**config.mk**
```make
export PLATFORM = sky130hd
export DESIGN_NAME = hid_soc
export DESIGN_NICKNAME = d
export VERILOG_FILES = /design/src/verilog/hid_bus_pkg.sv /design/src/verilog/hid_dev_pkg.sv /design/src/verilog/ps2_rx.sv /design/src/verilog/key_decoder.sv /design/src/verilog/mouse_packet.sv /design/src/verilog/event_fifo.sv /design/src/verilog/hid_regs.sv /design/src/verilog/hid_soc.sv
export VERILOG_INCLUDE_DIRS = /design/src /design/src/verilog
export SDC_FILE = /design/constraint.sdc
export NUM_CORES = 1
export LEC_CHECK = 0
export BUFFER_PORTS_ARGS = -buffer_cell sky130_fd_sc_hd__buf_2
export CORE_UTILIZATION = 46
export DETAILED_ROUTE_END_ITERATION = 8
export PLACE_DENSITY_LB_ADDON = 0.3
export SLEW_MARGIN = 20
export SYNTH_ARGS = -nofsm -noshare
export SYNTH_HDL_FRONTEND = slang
export SYNTH_SLANG_ARGS = --single-unit
```
**constraint.sdc**
```tcl
create_clock -name clk_i -period 6.05 [get_ports clk_i]
set_input_delay 0.605 -clock clk_i [delete_from_list [all_inputs] [get_ports clk_i]]
set_output_delay 0.605 -clock clk_i [all_outputs]
set_load 0.01 [all_outputs]
```
**src/verilog/hid_consts.svh**
```systemverilog
`ifndef HID_CONSTS_SVH
`define HID_CONSTS_SVH

// ------------------------------------------------------------------------
// device index, taken from host address bits 19..15
// ------------------------------------------------------------------------
`define HID_DEV_MOUSE 5
`define HID_DEV_KEYB 6

// event queue depth, both devices
`define HID_FIFO_DEPTH 8

// sys clocks without a ps/2 clock fall before a partial frame is dropped
`define PS2_IDLE_CYCLES 4096

`define PTR_MAX 1023 // highest pointer coordinate

`endif

```
**src/verilog/hid_bus_pkg.sv**
```systemverilog
package hid_bus_pkg;

   // ------------------------------------------------------------------------
   // host side of the hid block, single master
   // ------------------------------------------------------------------------

   typedef logic [19:0] hid_addr_t; // byte address, device in 19..15
   typedef logic [63:0] hid_data_t; // read and write data word
   typedef logic [7:0]  hid_be_t;   // byte enables, zero means read

   // one request per cycle, qualified by en
   // be == 0 reads, any be set writes
   typedef struct packed
   {
      logic      en;
      hid_be_t   be;
      hid_addr_t addr;
      hid_data_t wdata;
   } hid_req_t;

   // addr[14] picks the control space of a device
   // clear there needs all eight byte enables
   // wdata carries no meaning for pop or clear

endpackage

```
**src/verilog/hid_dev_pkg.sv**
```systemverilog
package hid_dev_pkg;

   typedef logic [7:0] scan_byte_t;  // one ps/2 data byte
   typedef logic [9:0] ptr_coord_t;  // pointer x or y

   // keyboard queue entry, 9 bits
   typedef struct packed
   {
      logic       released;  // code came after an f0 prefix
      scan_byte_t code;
   } key_event_t;

   // mouse queue entry, 23 bits
   typedef struct packed
   {
      logic       left;
      logic       middle;
      logic       right;
      ptr_coord_t y;
      ptr_coord_t x;
   } mouse_event_t;

   // ------------------------------------------------------------------------
   // host read words, lsb first in the order the host sees them
   // ------------------------------------------------------------------------
   typedef struct packed
   {
      logic [51:0] pad;
      logic        overflow;    // bit 11
      logic        frame_error; // bit 10
      logic        empty;       // bit 9
      logic        released;    // bit 8
      scan_byte_t  code;        // bits 7..0
   } key_status_t;

   typedef struct packed
   {
      logic [38:0] pad;
      logic        overflow;  // bit 24
      logic        empty;     // bit 23
      logic        right;     // bit 22
      logic        middle;    // bit 21
      logic        left;      // bit 20
      ptr_coord_t  y;         // bits 19..10
      ptr_coord_t  x;         // bits 9..0
   } mouse_status_t;

   // receiver frame position
   typedef enum logic [1:0]
   {
      ps2_idle,
      ps2_data,
      ps2_parity,
      ps2_stop
   } ps2_state_e;

endpackage

```
**src/verilog/ps2_rx.sv**
```systemverilog
`include "hid_consts.svh"

module ps2_rx
   import hid_dev_pkg::*;
(
   input  logic       clk_i,
   input  logic       rst_i,
   input  logic       ps2_clk_i,    // async, from the device
   input  logic       ps2_data_i,
   output scan_byte_t byte_o,
   output logic       byte_valid_o, // one cycle per good frame
   output logic       frame_err_o   // one cycle per bad frame
);

   localparam int unsigned idle_w = $clog2(`PS2_IDLE_CYCLES);
   localparam logic [idle_w-1:0] idle_max = idle_w'(`PS2_IDLE_CYCLES - 1);

   logic [1:0]        clk_sync;
   logic [1:0]        data_sync;
   logic              clk_prev;
   logic              ps2_fall;    // falling edge of the synced ps/2 clock
   logic              ps2_bit;     // data as seen at that edge
   ps2_state_e        state;
   logic [2:0]        bit_cnt;
   logic              parity_acc;
   logic              parity_ok;
   logic [idle_w-1:0] idle_cnt;
   scan_byte_t        shift_q;

   // ------------------------------------------------------------------------
   // synchronisers, both lines idle high
   // ------------------------------------------------------------------------
   always_ff @(posedge clk_i)
   begin
      if (rst_i)
      begin
         clk_sync  <= 2'b11;
         data_sync <= 2'b11;
         clk_prev  <= 1'b1;
      end
      else
      begin
         clk_sync  <= {clk_sync[0], ps2_clk_i};
         data_sync <= {data_sync[0], ps2_data_i};
         clk_prev  <= clk_sync[1];
      end
   end

   assign ps2_fall = clk_prev & ~clk_sync[1];
   assign ps2_bit  = data_sync[1]; // same depth as the clock path

   // ------------------------------------------------------------------------
   // frame fsm
   // ------------------------------------------------------------------------
   always_ff @(posedge clk_i)
   begin
      if (rst_i)
      begin
         state        <= ps2_idle;
         bit_cnt      <= '0;
         parity_acc   <= 1'b0;
         parity_ok    <= 1'b0;
         idle_cnt     <= '0;
         byte_valid_o <= 1'b0;
         frame_err_o  <= 1'b0;
      end
      else
      begin
         byte_valid_o <= 1'b0;
         frame_err_o  <= 1'b0;
         if (ps2_fall || state == ps2_idle)
            idle_cnt <= '0;
         else
            idle_cnt <= idle_cnt + 1'b1;

         if (state != ps2_idle && !ps2_fall && idle_cnt == idle_max)
            state <= ps2_idle; // device went quiet mid frame
         else if (ps2_fall)
         begin
            case (state)
               ps2_idle:
               begin
                  if (!ps2_bit) // start bit
                  begin
                     state      <= ps2_data;
                     bit_cnt    <= '0;
                     parity_acc <= 1'b0;
                  end
               end
               ps2_data:
               begin
                  parity_acc <= parity_acc ^ ps2_bit;
                  bit_cnt    <= bit_cnt + 1'b1;
                  if (bit_cnt == 3'd7)
                     state <= ps2_parity;
               end
               ps2_parity:
               begin
                  parity_ok <= parity_acc ^ ps2_bit; // odd parity
                  state     <= ps2_stop;
               end
               default:
               begin
                  if (ps2_bit && parity_ok)
                     byte_valid_o <= 1'b1;
                  else
                     frame_err_o <= 1'b1; // frame thrown away
                  state <= ps2_idle;
               end
            endcase
         end
      end
   end

   // data bits come lsb first
   always_ff @(posedge clk_i)
   begin
      if (ps2_fall && state == ps2_data)
         shift_q <= {ps2_bit, shift_q[7:1]};
   end

   assign byte_o = shift_q;

   a_valid_err_excl: assert property (@(posedge clk_i) disable iff (rst_i)
      !(byte_valid_o && frame_err_o));

endmodule

```
**src/verilog/key_decoder.sv**
```systemverilog
module key_decoder
   import hid_dev_pkg::*;
(
   input  logic       clk_i,
   input  logic       rst_i,
   input  scan_byte_t byte_i,
   input  logic       byte_valid_i,
   output key_event_t event_o,
   output logic       event_valid_o
);

   localparam scan_byte_t break_code = 8'hF0;

   logic release_pend; // f0 seen, next code is a release

   always_ff @(posedge clk_i)
   begin
      if (rst_i)
      begin
         release_pend  <= 1'b0;
         event_valid_o <= 1'b0;
      end
      else
      begin
         event_valid_o <= 1'b0;
         if (byte_valid_i)
         begin
            if (byte_i == break_code)
               release_pend <= 1'b1; // prefix only, no event
            else
            begin
               event_valid_o <= 1'b1;
               release_pend  <= 1'b0;
            end
         end
      end
   end

   // payload, only meaningful with event_valid_o
   always_ff @(posedge clk_i)
   begin
      if (byte_valid_i && byte_i != break_code)
         event_o <= '{released: release_pend, code: byte_i};
   end

endmodule

```
**src/verilog/mouse_packet.sv**
```systemverilog
`include "hid_consts.svh"

module mouse_packet
   import hid_dev_pkg::*;
(
   input  logic         clk_i,
   input  logic         rst_i,
   input  logic         clear_i,      // host clear, zero position
   input  scan_byte_t   byte_i,
   input  logic         byte_valid_i,
   output mouse_event_t event_o,
   output logic         event_valid_o
);

   logic [1:0] byte_idx;  // 0..2 within the packet
   scan_byte_t hdr_q;     // buttons and sign bits
   scan_byte_t dx_q;      // low byte of x delta
   ptr_coord_t pos_x;
   ptr_coord_t pos_y;
   ptr_coord_t next_x;
   ptr_coord_t next_y;

   // position plus 9-bit signed delta, clamped to 0..PTR_MAX
   function automatic ptr_coord_t sat_add(ptr_coord_t pos, logic sign, scan_byte_t lo);
      logic signed [11:0] sum;
      sum = $signed({2'b00, pos}) + $signed({{3{sign}}, sign, lo});
      if (sum < 0)
         return '0;
      else if (sum > `PTR_MAX)
         return ptr_coord_t'(`PTR_MAX);
      else
         return sum[9:0];
   endfunction

   assign next_x = sat_add(pos_x, hdr_q[4], dx_q);
   assign next_y = sat_add(pos_y, hdr_q[5], byte_i); // y is the third byte

   always_ff @(posedge clk_i)
   begin
      if (rst_i || clear_i)
      begin
         byte_idx      <= '0;
         pos_x         <= '0;
         pos_y         <= '0;
         event_valid_o <= 1'b0;
      end
      else
      begin
         event_valid_o <= 1'b0;
         if (byte_valid_i)
         begin
            case (byte_idx)
               2'd0:
               begin
                  if (byte_i[3]) // always-one bit, else out of sync
                     byte_idx <= 2'd1;
               end
               2'd1:    byte_idx <= 2'd2;
               default:
               begin
                  byte_idx      <= '0;
                  pos_x         <= next_x;
                  pos_y         <= next_y;
                  event_valid_o <= 1'b1;
               end
            endcase
         end
      end
   end

   // payload regs
   always_ff @(posedge clk_i)
   begin
      if (byte_valid_i && byte_idx == 2'd0)
         hdr_q <= byte_i;
      if (byte_valid_i && byte_idx == 2'd1)
         dx_q <= byte_i;
      if (byte_valid_i && byte_idx == 2'd2)
         event_o <= '{left: hdr_q[0], middle: hdr_q[2], right: hdr_q[1],
                      y: next_y, x: next_x};
   end

endmodule

```
**src/verilog/event_fifo.sv**
```systemverilog
`include "hid_consts.svh"

module event_fifo #(
   parameter int unsigned WIDTH = 9,
   parameter int unsigned DEPTH = `HID_FIFO_DEPTH
) (
   input  logic             clk_i,
   input  logic             rst_i,
   input  logic             clear_i,
   input  logic             push_i,
   input  logic             pop_i,
   input  logic [WIDTH-1:0] data_i,
   output logic [WIDTH-1:0] data_o,     // head, valid when not empty
   output logic             empty_o,
   output logic             overflow_o  // sticky, reset or clear only
);

   localparam int unsigned ptr_w = (DEPTH > 1) ? $clog2(DEPTH) : 1;
   localparam int unsigned cnt_w = $clog2(DEPTH + 1);
   localparam logic [ptr_w-1:0] last_ptr = ptr_w'(DEPTH - 1);
   localparam logic [cnt_w-1:0] depth_c  = cnt_w'(DEPTH);

   logic [WIDTH-1:0] mem [DEPTH];
   logic [ptr_w-1:0] wr_ptr;
   logic [ptr_w-1:0] rd_ptr;
   logic [cnt_w-1:0] count;
   logic             full;
   logic             do_push;
   logic             do_pop;

   assign full    = (count == depth_c);
   assign empty_o = (count == '0);
   assign do_pop  = pop_i & ~empty_o;           // pop on empty ignored
   assign do_push = push_i & (~full | do_pop);  // full + pop frees a slot
   assign data_o  = mem[rd_ptr];

   always_ff @(posedge clk_i)
   begin
      if (rst_i || clear_i)
      begin
         wr_ptr     <= '0;
         rd_ptr     <= '0;
         count      <= '0;
         overflow_o <= 1'b0;
      end
      else
      begin
         if (do_push)
            wr_ptr <= (wr_ptr == last_ptr) ? '0 : wr_ptr + 1'b1;
         if (do_pop)
            rd_ptr <= (rd_ptr == last_ptr) ? '0 : rd_ptr + 1'b1;
         if (do_push && !do_pop)
            count <= count + 1'b1;
         else if (do_pop && !do_push)
            count <= count - 1'b1;
         if (push_i && !do_push)
            overflow_o <= 1'b1; // event lost
      end
   end

   always_ff @(posedge clk_i)
   begin
      if (do_push)
         mem[wr_ptr] <= data_i;
   end

   a_count_bound: assert property (@(posedge clk_i) disable iff (rst_i)
      count <= depth_c);

endmodule

```
**src/verilog/hid_regs.sv**
```systemverilog
`include "hid_consts.svh"

module hid_regs
   import hid_bus_pkg::*, hid_dev_pkg::*;
(
   input  logic         clk_i,
   input  logic         rst_i,
   input  hid_req_t     req_i,
   output hid_data_t    rdata_o,       // one cycle after a read, else 0
   // keyboard
   input  key_event_t   key_head_i,
   input  logic         key_empty_i,
   input  logic         key_err_i,     // receiver error pulse
   input  logic         key_ovf_i,
   output logic         key_pop_o,
   // mouse
   input  mouse_event_t mouse_head_i,
   input  logic         mouse_empty_i,
   input  logic         mouse_ovf_i,
   output logic         mouse_pop_o,
   output logic         mouse_clear_o
);

   localparam logic [4:0] dev_keyb  = 5'(`HID_DEV_KEYB);
   localparam logic [4:0] dev_mouse = 5'(`HID_DEV_MOUSE);

   logic [1:0]    dev_sel;  // {keyb, mouse}
   logic          is_read;
   logic          is_write;
   logic          frame_err_q;
   key_status_t   key_word;
   mouse_status_t mouse_word;

   // ------------------------------------------------------------------------
   // decode
   // ------------------------------------------------------------------------
   assign dev_sel[0] = (req_i.addr[19:15] == dev_mouse);
   assign dev_sel[1] = (req_i.addr[19:15] == dev_keyb);
   assign is_read    = req_i.en & (req_i.be == '0);
   assign is_write   = req_i.en & (|req_i.be);

   assign key_pop_o     = is_write & dev_sel[1] & ~req_i.addr[14];
   assign mouse_pop_o   = is_write & dev_sel[0] & ~req_i.addr[14];
   assign mouse_clear_o = is_write & dev_sel[0] & req_i.addr[14] & (&req_i.be);

   // kbd error stays up until reset
   always_ff @(posedge clk_i)
   begin
      if (rst_i)
         frame_err_q <= 1'b0;
      else if (key_err_i)
         frame_err_q <= 1'b1;
   end

   // ------------------------------------------------------------------------
   // status words from the fifo heads
   // ------------------------------------------------------------------------
   always_comb
   begin
      key_word             = '0;
      key_word.code        = key_head_i.code;
      key_word.released    = key_head_i.released;
      key_word.empty       = key_empty_i;
      key_word.frame_error = frame_err_q;
      key_word.overflow    = key_ovf_i;

      mouse_word          = '0;
      mouse_word.x        = mouse_head_i.x;
      mouse_word.y        = mouse_head_i.y;
      mouse_word.left     = mouse_head_i.left;
      mouse_word.middle   = mouse_head_i.middle;
      mouse_word.right    = mouse_head_i.right;
      mouse_word.empty    = mouse_empty_i;
      mouse_word.overflow = mouse_ovf_i;
   end

   // registered one-hot read mux, unmapped index reads 0
   always_ff @(posedge clk_i)
   begin
      if (rst_i || !is_read)
         rdata_o <= '0;
      else
         rdata_o <= ({64{dev_sel[1]}} & hid_data_t'(key_word))
                  | ({64{dev_sel[0]}} & hid_data_t'(mouse_word));
   end

   a_sel_onehot: assert property (@(posedge clk_i) disable iff (rst_i)
      $onehot0(dev_sel));

endmodule

```
**src/verilog/hid_soc.sv**
```systemverilog
module hid_soc
   import hid_bus_pkg::*, hid_dev_pkg::*;
(
   input  logic      clk_i,
   input  logic      rst_i,
   input  logic      key_clk_i,    // keyboard ps/2
   input  logic      key_data_i,
   input  logic      mouse_clk_i,  // mouse ps/2
   input  logic      mouse_data_i,
   input  hid_req_t  req_i,
   output hid_data_t rdata_o
);

   scan_byte_t   key_byte, mouse_byte;
   logic         key_byte_vld, mouse_byte_vld;
   logic         key_err;
   key_event_t   key_ev, key_head;
   logic         key_ev_vld, key_empty, key_ovf, key_pop;
   mouse_event_t mouse_ev, mouse_head;
   logic         mouse_ev_vld, mouse_empty, mouse_ovf, mouse_pop, mouse_clear;

   // ------------------------------------------------------------------------
   // keyboard path
   // ------------------------------------------------------------------------
   ps2_rx u_key_rx (.clk_i, .rst_i, .ps2_clk_i(key_clk_i), .ps2_data_i(key_data_i),
      .byte_o(key_byte), .byte_valid_o(key_byte_vld), .frame_err_o(key_err));

   key_decoder u_key_dec (.clk_i, .rst_i, .byte_i(key_byte), .byte_valid_i(key_byte_vld),
      .event_o(key_ev), .event_valid_o(key_ev_vld));

   event_fifo #(.WIDTH($bits(key_event_t))) u_key_fifo (.clk_i, .rst_i, .clear_i(1'b0),
      .push_i(key_ev_vld), .pop_i(key_pop), .data_i(key_ev), .data_o(key_head),
      .empty_o(key_empty), .overflow_o(key_ovf));

   // ------------------------------------------------------------------------
   // mouse path, error of this receiver is not reported
   // ------------------------------------------------------------------------
   ps2_rx u_mouse_rx (.clk_i, .rst_i, .ps2_clk_i(mouse_clk_i), .ps2_data_i(mouse_data_i),
      .byte_o(mouse_byte), .byte_valid_o(mouse_byte_vld), .frame_err_o());

   mouse_packet u_mouse_pkt (.clk_i, .rst_i, .clear_i(mouse_clear), .byte_i(mouse_byte),
      .byte_valid_i(mouse_byte_vld), .event_o(mouse_ev), .event_valid_o(mouse_ev_vld));

   event_fifo #(.WIDTH($bits(mouse_event_t))) u_mouse_fifo (.clk_i, .rst_i,
      .clear_i(mouse_clear), .push_i(mouse_ev_vld), .pop_i(mouse_pop), .data_i(mouse_ev),
      .data_o(mouse_head), .empty_o(mouse_empty), .overflow_o(mouse_ovf));

   // host registers
   hid_regs u_regs (.clk_i, .rst_i, .req_i, .rdata_o,
      .key_head_i(key_head), .key_empty_i(key_empty), .key_err_i(key_err),
      .key_ovf_i(key_ovf), .key_pop_o(key_pop),
      .mouse_head_i(mouse_head), .mouse_empty_i(mouse_empty), .mouse_ovf_i(mouse_ovf),
      .mouse_pop_o(mouse_pop), .mouse_clear_o(mouse_clear));

endmodule

```
### Yosys cells after proc, flatten, opt, wreduce, memory -nomap -nowiden

Memories as Yosys holds them, arrays and structs flattened. A register that Yosys moved wholly into a read port is not among the register bits.
Index checks and enable logic that the tools add are counted.
W data, S select, Z words.

| word-level totals | value |
|---|---|
| register bits after elaboration | 225 |
| bits in writable memories | 256 |
| output and inout bits | 64 |
| memories | 2 |

Memories:

| memory | depth | width | rd ports | clocked after Yosys merged registers in | write ports | line | source |
|---|---|---|---|---|---|---|---|
| u_mouse_fifo.mem | 8 | 23 | 1 | 1 | 1 | event_fifo.sv:23 | `logic [WIDTH-1:0] mem [DEPTH];` |
| u_key_fifo.mem | 8 | 9 | 1 | 1 | 1 | event_fifo.sv:23 |  |

| cells by class | value |
|---|---|
| add/sub/neg operators | 14 |
| order comparisons | 4 |
| equal/unequal tests | 25 |
| mux-type cells | 42 |
| bitwise logic cells | 35 |
| reductions and logical operators | 60 |

Operators by type and width:

| cell | count |
|---|---|
| $and A64 B12 Y64 | 1 |
| $and A64 B25 Y64 | 1 |
| $or A64 B64 Y64 | 1 |
| $mux W10 | 4 |
| $mux W3 | 10 |
| $add A11 B9 Y12 | 2 |
| $add A12 B1 Y12 const B | 2 |
| $eq A12 B12 Y1 const B | 2 |
| $gt A12 B11 Y1 const B | 2 |
| $lt A12 B1 Y1 const B | 2 |
| $add A3 B1 Y3 const B | 6 |
| $eq A3 B3 Y1 const B | 6 |
| $logic_and A1 B1 Y1 | 18 |
| $mux W4 | 4 |
| $and A1 B1 Y1 | 14 |
| $not A1 Y1 | 14 |
| $reduce_or A2 Y1 | 7 |
| $mux W1 | 12 |
| $pmux W2 S3 | 2 |
| $pmux W3 S2 | 2 |
| $reduce_and A3 Y1 | 4 |
| $reduce_bool A2 Y1 | 6 |
| $reduce_or A6 Y1 | 2 |
| $eq A5 B3 Y1 const B | 2 |
| other kinds (23) | 54 |

### Depth between registers and ports, before layout

| logic depth | value |
|---|---|
| depth in word-level cells | 11 |
| gate-level depth with buffers | 15 |

### By module

From an unflattened synthesis, not the netlist that was laid out.

| second synthesis, totals | value |
|---|---|
| cell total of the unflattened synthesis | 1248 |
| area, all modules | 18943.2 um2 |

By module, submodules not included:

| module | instances | cells an instance | area an instance (um2) | sequential area each (um2) |
|---|---|---|---|---|
| event_fifo at u_mouse_fifo | 1 | 346 | 7746.2 | 5805.6 |
| event_fifo at u_key_fifo | 1 | 185 | 3483.3 | 2442.3 |
| mouse_packet | 1 | 309 | 3320.7 | 1541.5 |
| ps2_rx at u_key_rx | 1 | 134 | 1435.1 | 760.7 |
| ps2_rx at u_mouse_rx | 1 | 127 | 1358.8 | 760.7 |
| hid_regs | 1 | 127 | 1217.4 | 520.5 |
| key_decoder | 1 | 19 | 377.9 | 310.3 |
| hid_soc | 1 | 1 | 3.8 | 0.0 |

### Worst setup path after synthesis

OpenSTA, ideal clock, no wires.

| path | value |
|---|---|
| path type | input-to-reg |
| from | input req_i[82] (netlist name) |
| to | memory u_mouse_fifo.mem[0][0] (netlist name) (enable) |
| library setup time | 461 ps |
| data arrival time | 3995 ps |
| required time | 5589 ps |
| setup slack | 1593 ps |
| stages | 7 |
| path buffers | 1 |
| cell sequence | nor3b_4 -> nand3b_2 -> or4_1 -> buf_2 -> nand3_1 -> nand2_2 -> nor4_1 |

| between the ends | value |
|---|---|
| word-level cells in the longest chain between the ends | 8 |

Ends and longest elaborated chain:

| what | line | source |
|---|---|---|
| start, declared | hid_soc.sv:10 | `input hid_req_t req_i,` |
| $eq A5 B3 Y1 | hid_regs.sv:37 | `assign dev_sel[0] = (req_i.addr[19:15] == dev_mouse);` |
| $and A1 B1 Y1 (2 in series) | hid_regs.sv:43 | `assign mouse_pop_o = is_write & dev_sel[0] & ~req_i.addr[14];` |
| $and A1 B1 Y1 | event_fifo.sv:33 | `assign do_pop = pop_i & ~empty_o;` |
| $or A1 B1 Y1 | event_fifo.sv:34 | `assign do_push = push_i & (~full \| do_pop);` |
| $and A1 B1 Y1 | event_fifo.sv:34 |  |
| $mux W1 | event_fifo.sv:63 | `if (do_push)` |
| $mux W1 (not written as such) | event_fifo.sv:64 | `mem[wr_ptr] <= data_i;` |
| end, declared | event_fifo.sv:23 |  |

No other way between the ends.

### Worst setup path in the final report

| path | value |
|---|---|
| from | input req_i[82] (netlist name) |
| to | register u_mouse_fifo.count[3] |

| between the ends | value |
|---|---|
| word-level cells in the longest chain between the ends | 9 |

Ends and longest elaborated chain:

| what | line | source |
|---|---|---|
| $eq A5 B3 Y1 (*) | hid_regs.sv:37 |  |
| $and A1 B1 Y1 (*) (2 in series) | hid_regs.sv:43 |  |
| $and A1 B1 Y1 (*) | event_fifo.sv:33 |  |
| $or A1 B1 Y1 (*) | event_fifo.sv:34 |  |
| $and A1 B1 Y1 (*) | event_fifo.sv:34 |  |
| named net u_mouse_fifo.do_push | event_fifo.sv:28 | `logic do_push;` |
| $logic_not A1 Y1 | event_fifo.sv:54 | `else if (do_pop && !do_push)` |
| $logic_and A1 B1 Y1 | event_fifo.sv:54 |  |
| $reduce_bool A2 Y1 (no line) | n/a |  |
| end signal, assigned | event_fifo.sv:53 | `count <= count + 1'b1;` |
| end signal, assigned | event_fifo.sv:55 | `count <= count - 1'b1;` |
| end, declared | event_fifo.sv:26 | `logic [cnt_w-1:0] count;` |

Mark *: on every way through the listed nets, which the timed path passes. The rest lies on a longest branch.
A chain may end at the register's enable or synchronous reset.

==> results.cfg <==
[status]
status = completed

[yosys]
syn_avg_cell_area_um2 = 15.2
ys_seq_elements = 447
synthFlopType = edfxtp_1
synth_top_area_share_pct = 52.7
synth_edf_count = 317
synthTopCellsByCount = 317 x edfxtp_1, 130 x dfxtp_1, 115 x nor2_1, 64 x mux4_2, 59 x a21oi_1
synth_most_common_cell = edfxtp_1
async_reset_ff_share_pct = 0
yosysWarnings = 0
ys_seq_area_share_pct = 67.1
synth_cell_type_count = 72
netlist_area_um2 = 18100
syn_inst = 1192
yosys-top-cells-area = edfxtp_1 53%, dfxtp_1 14%, mux4_2 8.0%
synth_largest_area_cell = edfxtp_1

[clocking]
ctsResizeCount = 0
htree_num_levels = 2
cts_hold_buf = 0
cts_buffer_depth = 3
clockRootBuffer = clkbuf_16
cts.sink_count = 447
cts_setup_buffers = 0
clk_latency_ns = 0.55
tritoncts = built
cts.clk_slew.worst_paths_ns = 0.06
cts-buffers-inserted = 44

[grt]
grt_pass1_wl_um = 52000
grt-ovfl-total = 0
antenna_found_initial = 0
grtUsageTotal_pct = 16.4
grt_start_max_net_pins = 47
grt_pass1_vias = 9594

[cells_and_area]
nNetsFinal = 1413
drive_above_1_share_pct = 18.9
diodes = 0
finalInstanceArea_um2 = 20400
syn2layout_area_growth_pct = 12.7
n_fill_cell = 3173

[setup_path]
critical_path_class = in -> reg
endpoint_kind = flip-flop
worstSetupStartpointType = input pin
worstPathRequired_ns = 6.53
cp_data_arrival_time_ns = 3.98
cpMaxStageDelayCell = or4_1
crit_fanout = 15
slowest_delay_ns = 0.69
r2r_setup_slack_ns = 2.86
crit_chain = buf_2, nor3b_4, nand3b_2, or4_1, nand3_1, nand2_2, inv_1, ha_1, inv_1, ha_1, a21o_1, a21oi_1, xnor2_1, or3_1, a21oi_1

[power]
leakage_nw = 6.95
ir_worst_vdd_mv = 0.166
p_per_area_nw_per_um2 = 300
p_total_mw = 6.11

[detailed_routing]
drtPass1Iterations = 5
drtAntennaViolNets = 0
drtIter0Drc = 595
drt_wl_total_um = 32200
dr_total_vias = 9528
vias_per_cell = 5.25
wl_per_cell_um = 17.8
route.detailed.drc = 0

[die]
placementRows = 72
fp.dieW_um = 200
start_util_pct = 46.7
core_um2 = 38700
dieArea_um2 = 40100
die_y_um = 200
ios = 163

[sta]
setup_violations = 0
grt_setup_unrepaired = false
worst_slew_pin_slew_ns = 0.973
tns_ns = 0
hold_violations = 0
slew_violations = 0
period_minus_slack_ns = 3.50
finClkSkew_ns = 0.0251
max_freq_ghz = 0.286
post-route-period-util_pct = 57.8
maxSlewHeadroom_pct = 34.9

[worst_hold_path]
hold_class = in -> reg

[placement]
gp_congestion = 0.799
hpwl_um = 19900
io_buffers = 45
post_dp_cell_area_um2 = 18800

[job]
drv_cap = 0
==> through the flow <==
stage                     util [%]  hold WS (ns)  instances  worst slack [ns]
after detailed placement      48.6         0.393       1734              1.98
final                         52.6         0.232       1815              2.55
after CTS                     52.6         0.209       1815              2.55
after global routing          52.6         0.227       1815              2.30
after global placement        48.6         0.393       1734              2.06
after floorplan                  -         0.389       1230              1.59
==> worst paths after layout <==
| kind | start | endpoint | depth (start not counted) |
|---|---|---|---|
| hold / removal | key_data_i | u_key_rx.data_sync[0]$_SDFF_PP1_ | 2 |
| setup reg to reg | u_mouse_fifo.count[0]$_SDFFE_PP0P_ | u_mouse_fifo.count[3]$_SDFFE_PP0P_ | 13 |
| setup / recovery | req_i[82] | u_mouse_fifo.count[3]$_SDFFE_PP0P_ | 15 |
| hold reg to reg | u_key_rx.clk_sync[0]$_SDFF_PP1_ | u_key_rx.clk_sync[1]$_SDFF_PP1_ | 1 |
==> final cells by class <==
| cell class | instances | area, um^2 | share of cell area (%) |
|---|---|---|---|
| clock buffer | 59 | 1210 | 5.93 |
| clock inverter | 22 | 322 | 1.58 |
| inverter | 27 | 101 | 0.497 |
| multi-input combinational | 679 | 5610 | 27.5 |
| sequential | 447 | 12100 | 59.5 |
| tap | 518 | 648 | 3.18 |
| timing repair buffer | 63 | 360 | 1.77 |
==> worst max-delay path, delay by kind of cell <==
kind / cells / cell delay [ns]
fa+ha+maj: 2 / 0.50
buf+inv: 3 / 0.36
xor+xnor: 1 / 0.09
simple gates: 6 / 1.94
compound gates: 3 / 0.48
==> logic make-up (layout without fill, tap and decap cells) <==
family | after synthesis | count (layout) | share of synthesized area (%)
buffers and inverters | 104 | 171 | 3.16
adders and majority gates | 52 | 52 | 3.77
muxes | 105 | 105 | 10.3
other | 1 | 39 | 0.0207
and+or+nand+nor | 279 | 279 | 7.64
xor gates and xnor gates | 44 | 44 | 2.13
DFF | 447 | 447 | 67.1
AOI/OAI and AO/OA | 160 | 160 | 5.96
==> layer usage <==
layer  share of wire, %  global-route usage (%)  vias to the layer above
met5                  0                       0                        -
met4                2.2                    5.16                        0
met3                3.0                    2.16                       47
met2                 48                    27.5                      150
met1                 46                    22.2                     4755
li1                   -                       -                     4576
==> placed cells by master (no fill, tap or decap), drive strengths merged, types with 5 or more instances in the layout <==
cell type    n
edfxtp     317
dfxtp      130
nor2       115
mux4        64
buf         63
a21oi       61
clkbuf      59
nand2       51
ha          48
mux2i       41
conb        39
inv         29
xor2        23
o21ai       22
xnor2       21
nor3        18
a21o        14
or2         13
nand3       13
nand2b      11
a211oi      10
o22a        10
or3         10
clkinv      10
nand4        9
nor2b        7
a31oi        7
bufinv       7
or4          6
nor4         6
nor3b        6
o21a         5
==> registers in the layout, indices dropped and copies added (netlist names), 8 cells and up, named ones only <==
name	count
u_key_rx.byte_o	8
u_mouse_rx.idle_cnt	12
u_mouse_pkt.pos_x	10
u_key_fifo.mem	72
u_mouse_pkt.pos_y	10
u_regs.rdata_o	25
u_mouse_fifo.mem	184
u_key_dec.event_o	9
u_mouse_pkt.dx_q	8
u_mouse_rx.byte_o	8
u_key_rx.idle_cnt	12
u_mouse_pkt.event_o	23
==> power by group <==
group,leakage [nW],switching (mW),internal [mW]
registers,3.90,0.00209,3.24
clock network,0.735,1.11,1.71
logic,2.31,0.0318,0.0125
total,6.95,1.15,4.96
Note: power is estimated with default switching activity, not from simulation.
